[src/pwm_pkg.sv]
package pwm_pkg;

   // ------------------------------
   // Shared vector types
   // ------------------------------

   // Serial data byte, also used for duty, divisor and timebase count
   typedef logic [7:0] byte_t;

   // Channel address field of a duty command
   typedef logic [6:0] chan_addr_t;

   // ------------------------------
   // Command decoder states
   // ------------------------------

   typedef enum logic [1:0] {
      cmd_idle,
      cmd_period,
      cmd_duty
   } cmd_state_t;

endpackage

[src/uart_rx.sv]
`timescale 1ns/1ps
module uart_rx #(
   parameter int CLKS_PER_BIT = 8
) (
   input  logic           clk,
   input  logic           nRst,
   input  logic           rx,
   output logic           rx_valid,
   output pwm_pkg::byte_t rx_data
);
   import pwm_pkg::*;

   localparam int CNT_W = $clog2(CLKS_PER_BIT);
   localparam logic [CNT_W-1:0] HALF_BIT = CNT_W'(CLKS_PER_BIT / 2 - 1);
   localparam logic [CNT_W-1:0] FULL_BIT = CNT_W'(CLKS_PER_BIT - 1);

   typedef enum logic [2:0] {
      s_idle,
      s_start,
      s_data,
      s_stop,
      s_wait
   } rx_state_t;

   rx_state_t        state;
   logic             rx_meta;
   logic             rx_sync;
   logic             rx_prev;
   logic             start_edge;
   logic [CNT_W-1:0] cnt;
   logic [2:0]       bit_idx;
   byte_t            shreg;

   // ------------------------------
   // Input synchronizer
   // ------------------------------
   always_ff @(posedge clk or negedge nRst) begin
      if (!nRst) begin
         rx_meta <= 1'b1;
         rx_sync <= 1'b1;
         rx_prev <= 1'b1;
      end else begin
         rx_meta <= rx;
         rx_sync <= rx_meta;
         rx_prev <= rx_sync;
      end
   end

   assign start_edge = rx_prev & ~rx_sync;

   // ------------------------------
   // Frame FSM
   // ------------------------------
   always_ff @(posedge clk or negedge nRst) begin
      if (!nRst) begin
         state    <= s_idle;
         cnt      <= '0;
         bit_idx  <= '0;
         rx_valid <= 1'b0;
      end else begin
         rx_valid <= 1'b0;
         case (state)
            s_idle: begin
               cnt <= '0;
               if (start_edge)
                  state <= s_start;
            end
            s_start: begin
               if (cnt == HALF_BIT) begin
                  cnt     <= '0;
                  bit_idx <= '0;
                  // Line back high at mid-bit means a glitch
                  state   <= rx_sync ? s_idle : s_data;
               end else begin
                  cnt <= cnt + 1'b1;
               end
            end
            s_data: begin
               if (cnt == FULL_BIT) begin
                  cnt     <= '0;
                  bit_idx <= bit_idx + 1'b1;
                  if (bit_idx == 3'd7)
                     state <= s_stop;
               end else begin
                  cnt <= cnt + 1'b1;
               end
            end
            s_stop: begin
               if (cnt == FULL_BIT) begin
                  cnt <= '0;
                  if (rx_sync) begin
                     rx_valid <= 1'b1;
                     state    <= s_idle;
                  end else begin
                     state    <= s_wait;
                  end
               end else begin
                  cnt <= cnt + 1'b1;
               end
            end
            s_wait: begin
               // Framing error, hold off until the line idles high
               if (rx_sync)
                  state <= s_idle;
            end
            default: state <= s_idle;
         endcase
      end
   end

   // LSB arrives first
   always_ff @(posedge clk) begin
      if (state == s_data && cnt == FULL_BIT)
         shreg <= {rx_sync, shreg[7:1]};
   end

   assign rx_data = shreg;

endmodule

[src/pwm_cmd_decoder.sv]
`timescale 1ns/1ps
module pwm_cmd_decoder #(
   parameter int NUM_CH = 5
) (
   input  logic               clk,
   input  logic               nRst,
   input  logic               rx_valid,
   input  pwm_pkg::byte_t     rx_data,
   output logic               div_we,
   output pwm_pkg::byte_t     div_val,
   output logic               duty_we,
   output pwm_pkg::chan_addr_t duty_ch,
   output pwm_pkg::byte_t     duty_val
);
   import pwm_pkg::*;

   cmd_state_t state;
   chan_addr_t addr;
   logic       addr_ok;

   assign addr_ok = int'(addr) < NUM_CH;

   // ------------------------------
   // Two-byte command FSM
   // ------------------------------
   always_ff @(posedge clk or negedge nRst) begin
      if (!nRst) begin
         state   <= cmd_idle;
         div_we  <= 1'b0;
         duty_we <= 1'b0;
      end else begin
         div_we  <= 1'b0;
         duty_we <= 1'b0;
         if (rx_valid) begin
            case (state)
               cmd_idle: begin
                  state <= rx_data[7] ? cmd_period : cmd_duty;
               end
               cmd_period: begin
                  div_we <= 1'b1;
                  state  <= cmd_idle;
               end
               cmd_duty: begin
                  // Out of range address is swallowed
                  duty_we <= addr_ok;
                  state   <= cmd_idle;
               end
               default: state <= cmd_idle;
            endcase
         end
      end
   end

   // Address and payload registers
   always_ff @(posedge clk) begin
      if (rx_valid) begin
         case (state)
            cmd_idle: begin
               addr <= rx_data[6:0];
            end
            cmd_period: begin
               div_val <= rx_data;
            end
            cmd_duty: begin
               duty_ch  <= addr;
               duty_val <= rx_data;
            end
            default: ;
         endcase
      end
   end

endmodule

[src/pwm_timebase.sv]
`timescale 1ns/1ps
module pwm_timebase (
   input  logic           clk,
   input  logic           nRst,
   input  logic           div_we,
   input  pwm_pkg::byte_t div_val,
   output pwm_pkg::byte_t count
);
   import pwm_pkg::*;

   byte_t div_q;
   byte_t presc;
   logic  tick;

   // One tick every div_q+1 clocks
   assign tick = (presc == div_q);

   // ------------------------------
   // Divisor and prescaler
   // ------------------------------
   always_ff @(posedge clk or negedge nRst) begin
      if (!nRst) begin
         div_q <= '0;
         presc <= '0;
      end else if (div_we) begin
         // New interval starts right away
         div_q <= div_val;
         presc <= '0;
      end else if (tick) begin
         presc <= '0;
      end else begin
         presc <= presc + 1'b1;
      end
   end

   // ------------------------------
   // PWM counter
   // ------------------------------
   always_ff @(posedge clk or negedge nRst) begin
      if (!nRst) begin
         count <= '0;
      end else if (tick && !div_we) begin
         count <= count + 1'b1;
      end
   end

endmodule

[src/pwm_channel_bank.sv]
`timescale 1ns/1ps
module pwm_channel_bank #(
   parameter int NUM_CH = 5
) (
   input  logic                clk,
   input  logic                nRst,
   input  logic                duty_we,
   input  pwm_pkg::chan_addr_t duty_ch,
   input  pwm_pkg::byte_t      duty_val,
   input  pwm_pkg::byte_t      count,
   output logic [NUM_CH-1:0]   pwm
);
   import pwm_pkg::*;

   byte_t duty [NUM_CH];

   // ------------------------------
   // Per-channel duty and compare
   // ------------------------------
   for (genvar g = 0; g < NUM_CH; g++) begin : g_ch

      logic sel;

      assign sel = duty_we && (duty_ch == chan_addr_t'(g));

      always_ff @(posedge clk or negedge nRst) begin
         if (!nRst) begin
            duty[g] <= '0;
         end else if (sel) begin
            duty[g] <= duty_val;
         end
      end

      // Registered compare keeps the output glitch free
      always_ff @(posedge clk or negedge nRst) begin
         if (!nRst) begin
            pwm[g] <= 1'b0;
         end else begin
            pwm[g] <= (count < duty[g]);
         end
      end

   end

endmodule

[src/uart2pwm.sv]
`timescale 1ns/1ps
module uart2pwm #(
   parameter int NUM_CH       = 5,
   parameter int CLKS_PER_BIT = 8
) (
   input  logic              clk,
   input  logic              nRst,
   input  logic              rx,
   output logic [NUM_CH-1:0] pwm
);
   import pwm_pkg::*;

   logic       rx_valid;
   byte_t      rx_data;
   logic       div_we;
   byte_t      div_val;
   logic       duty_we;
   chan_addr_t duty_ch;
   byte_t      duty_val;
   byte_t      count;

   // ------------------------------
   // Command path
   // ------------------------------
   uart_rx #(
      .CLKS_PER_BIT (CLKS_PER_BIT)
   ) uart_rx_i (
      .clk      (clk),
      .nRst     (nRst),
      .rx       (rx),
      .rx_valid (rx_valid),
      .rx_data  (rx_data)
   );

   pwm_cmd_decoder #(
      .NUM_CH (NUM_CH)
   ) pwm_cmd_decoder_i (
      .clk      (clk),
      .nRst     (nRst),
      .rx_valid (rx_valid),
      .rx_data  (rx_data),
      .div_we   (div_we),
      .div_val  (div_val),
      .duty_we  (duty_we),
      .duty_ch  (duty_ch),
      .duty_val (duty_val)
   );

   // ------------------------------
   // Timebase and outputs
   // ------------------------------
   pwm_timebase pwm_timebase_i (
      .clk     (clk),
      .nRst    (nRst),
      .div_we  (div_we),
      .div_val (div_val),
      .count   (count)
   );

   pwm_channel_bank #(
      .NUM_CH (NUM_CH)
   ) pwm_channel_bank_i (
      .clk      (clk),
      .nRst     (nRst),
      .duty_we  (duty_we),
      .duty_ch  (duty_ch),
      .duty_val (duty_val),
      .count    (count),
      .pwm      (pwm)
   );

endmodule

[config.mk]
export PLATFORM = sky130hd
export DESIGN_NAME = uart2pwm
export DESIGN_NICKNAME = d
export VERILOG_FILES = /design/src/pwm_pkg.sv /design/src/uart_rx.sv /design/src/pwm_cmd_decoder.sv /design/src/pwm_timebase.sv /design/src/pwm_channel_bank.sv /design/src/uart2pwm.sv
export SDC_FILE = /design/constraint.sdc
export NUM_CORES = 1
export LEC_CHECK = 0
export BUFFER_PORTS_ARGS = -buffer_cell sky130_fd_sc_hd__buf_2
export CAP_MARGIN = 20
export CORE_ASPECT_RATIO = 1.4
export CORE_MARGIN = 4
export CORE_UTILIZATION = 40
export DETAILED_ROUTE_END_ITERATION = 8
export PLACE_DENSITY = 0.53
export SKIP_CTS_REPAIR_TIMING = 1
export SLEW_MARGIN = 40
export SYNTH_ARGS = -nofsm -noshare
export SYNTH_HDL_FRONTEND = slang
export SYNTH_HIERARCHICAL = 1
export SYNTH_SLANG_ARGS = --single-unit
[constraint.sdc]
create_clock -name clk -period 1.8 [get_ports clk]
set_input_delay 0.18 -clock clk [delete_from_list [all_inputs] [get_ports clk]]
set_output_delay 0.18 -clock clk [all_outputs]
set_load 0.005 [all_outputs]
==> metrics.cfg <==
[placed_design]
dpl.hpwl_um = 7990
place_area_um2 = 6070
dp_cells = 621
routabilityCongestion = 0.749
port_buffers = 7

[power]
irDropWorstVdd_v = 0.000606
sequentialPowerShare_pct = 39.5
clkPwrFrac_pct = 35.0
power_mw = 9.06
p_leak_nw = 2.88
p_sw_mw = 2.76
intPower_mw = 6.30
p_sw_share_pct = 30.5
combPwrFrac_pct = 25.5
power_density_nw_per_um2 = 1370

[sta]
fin_tns_setup_ns = 0
max_freq_mhz = 634
finalCritPeriodShare_pct = 87.6
hold_viol = 0
fin_skew_ns = 0.0105
rsz0062_at_grt = no
maxSlewHeadroom_pct = 57.4
min_period_ns = 1.58
drv_slew = 0
worst_pin_slew_ns = 0.637
setup_violations = 0

[floorplanning]
num_rows = 51
dieArea_um2 = 16300
dieHeight_um = 149
initial_core_util_pct = 40.9
pin_count = 8
die_x_um = 109
coreArea_um2 = 14000

[yosys]
synth.ff_latch_count = 124
synth_area_leader_cell = dfrtp_1
synth-edff-count = 38
netlist_area_um2 = 5710
postSynthAreaPerCell_um2 = 13.6
yosysSeqAreaShare_pct = 57.7
synth.top_cells.by_area = dfrtp_1 36%, edfxtp_1 20%, mux2_2 9.7%
yosysWarnings = 6
synth.most_common_cell = dfrtp_1
synth_cell_types = 55
syn_nets = 465
synthFlopType = dfrtp_1
synthTopCellsByCount = 83 x dfrtp_1, 49 x mux2_2, 42 x ha_1
synthCells = 420
async_reset_ff_share_pct = 69.4
yosysTopAreaCellShare_pct = 36.4

[grt]
grt_pass1_vias = 3410
antenna_found_initial = 0
grt_use_total_pct = 15.4
grt-ovfl-total = 0
grt_max_degree = 42
grt_pass1_wl_um = 18600

[clock_tree]
clock_sinks = 124
clock_path_buffers = 2
numCtsBuffers = 17
clk_pin_slew_worst_paths_ns = 0.06
h-tree-depth = 4
clkLatencyLatePin_ns = 0.41
root_buffer = clkbuf_16
cts_tree = yes

[setup_path]
start_kind = flop
slowest_stage = dfrtp_1
arrival_ns = 1.87
timing.critical_path.fanout_max = 8
crit_chain = xnor2_2, nand4_4, nor3_2, mux2_1
cp.required_ns = 2.09
crit_type = reg -> reg
crit_path_end_kind = flop
cp_slowest_stage_delay_ns = 0.46

[layout]
nFillCells = 1244
n_antenna_cell = 0
post-route-util_pct = 47.5
stdcell_count = 655
final_cell_area_um2 = 6630
final_layout_size_suffix_gt1_share_pct = 25.7
finish.net_count = 502
area_delta_synth_final_pct = 16.1

[detailed_routing]
ant_nets = 0
vias = 3292
finalWirelength_um = 11200
drt_pre_antenna_iters = 4
drtIter0Drc = 76
drc_errors = 0
via_per_inst = 5.03
wire_per_inst_um = 17.1

[worst_hold_path]
hold_class = in -> async

[run]
maxCapViolCount = 0

[run_status]
outcome = complete, no violations

## sequential cells by signal, indices dropped and copies added, names as in the netlist, 2 cells and up
name / count
pwm_channel_bank_i/duty: 40
pwm_channel_bank_i/pwm: 5
pwm_cmd_decoder_i/addr: 7
pwm_cmd_decoder_i/div_val: 8
pwm_cmd_decoder_i/duty_ch: 7
pwm_cmd_decoder_i/duty_val: 8
pwm_cmd_decoder_i/state: 2
pwm_timebase_i/count: 8
pwm_timebase_i/div_q: 8
pwm_timebase_i/presc: 8
uart_rx_i/bit_idx: 3
uart_rx_i/cnt: 3
uart_rx_i/rx_data: 8
uart_rx_i/state: 3
## layout make-up
type	count	area (um2)	share of cell area (%)
sequential	124	3300	49.7
timing repair buffer	24	183	2.75
clock buffer	22	444	6.70
multi-input combinational	251	2230	33.6
inverter	39	146	2.21
clock inverter	10	98.8	1.49
tap	185	231	3.49
## power groups by stage
stage | Sequential [mW] | Combinational (mW) | Clock [mW]
final | 3.57 | 2.31 | 3.17
after global placement | 3.62 | 2.24 | 0
after CTS | 3.59 | 2.33 | 3.26
after detailed placement | 3.64 | 2.32 | 0
after floorplan | 3.54 | 1.62 | 0
after global routing | 3.63 | 2.64 | 3.39
## routing by layer
metal	wire length (um)	global-route usage, %	share of wire, %	vias to the layer above
li1	-	-	-	1585
met1	4560	17.9	41	1655
met2	6200	27.6	56	40
met3	290	3.51	2.6	12
met4	116	5.12	1.0	0
met5	0	0	0	-
## kinds of logic (layout without fill, tap and decap cells)
logic type	Yosys count	after routing	synth area share [%]
XOR/XNOR	22	22	4.03
multiplexers	50	50	9.86
flip-flops	124	124	57.7
buffers and inverters	45	95	3.22
AND/OR/NAND/NOR	89	89	10.5
adder cells (fa/ha/maj)	42	42	9.20
AO/OA/AOI/OAI	48	48	5.45
## placed cells by master, fill, tap and decap left out, types with 9 or more instances in the layout
master     count
a21oi_1       18
buf_4         15
clkbuf_16     17
dfrtp_1       83
edfxtp_1      38
ha_1          42
inv_1         39
mux2_2        49
nand2_1       13
nand3_1       11
nor2_1         9
nor3_1        11
xor2_1        10
## worst max-delay path, delay by kind of cell (launching register included)
kind             cells  cell delay [ns]
flip-flops           1             0.46
AND/OR/NAND/NOR      2             0.44
multiplexers         1             0.34
XOR/XNOR             1             0.22
## metrics by stage
stage               hold WS [ns]  setup WS, ns
global placement           0.129         0.217
CTS                       -0.310         0.196
global route               0.270        0.0978
detailed placement         0.133         0.213
finish                     0.230         0.223
floorplan                 -0.116         0.310
## path summary, 6_finish.rpt
| kind | startpoint | end | slack (ns) | depth (start not counted) |
|---|---|---|---|---|
| setup / recovery | pwm_timebase_i/presc[4] | pwm_timebase_i/count[1] | 0.22 | 4 |
| hold / removal | nRst | pwm_channel_bank_i/duty[7] | 0.23 | 2 |
| setup reg to reg | pwm_timebase_i/presc[4] | pwm_timebase_i/count[1] | 0.22 | 4 |
| hold reg to reg | uart_rx_i/rx_meta | uart_rx_i/rx_sync | 0.36 | 0 |
| max in group asynchronous | nRst | uart_rx_i/rx_sync | 0.90 | 3 |
| min in group clk | uart_rx_i/rx_meta | uart_rx_i/rx_sync | 0.36 | 0 |
Note: power is estimated with default switching activity, not from simulation.
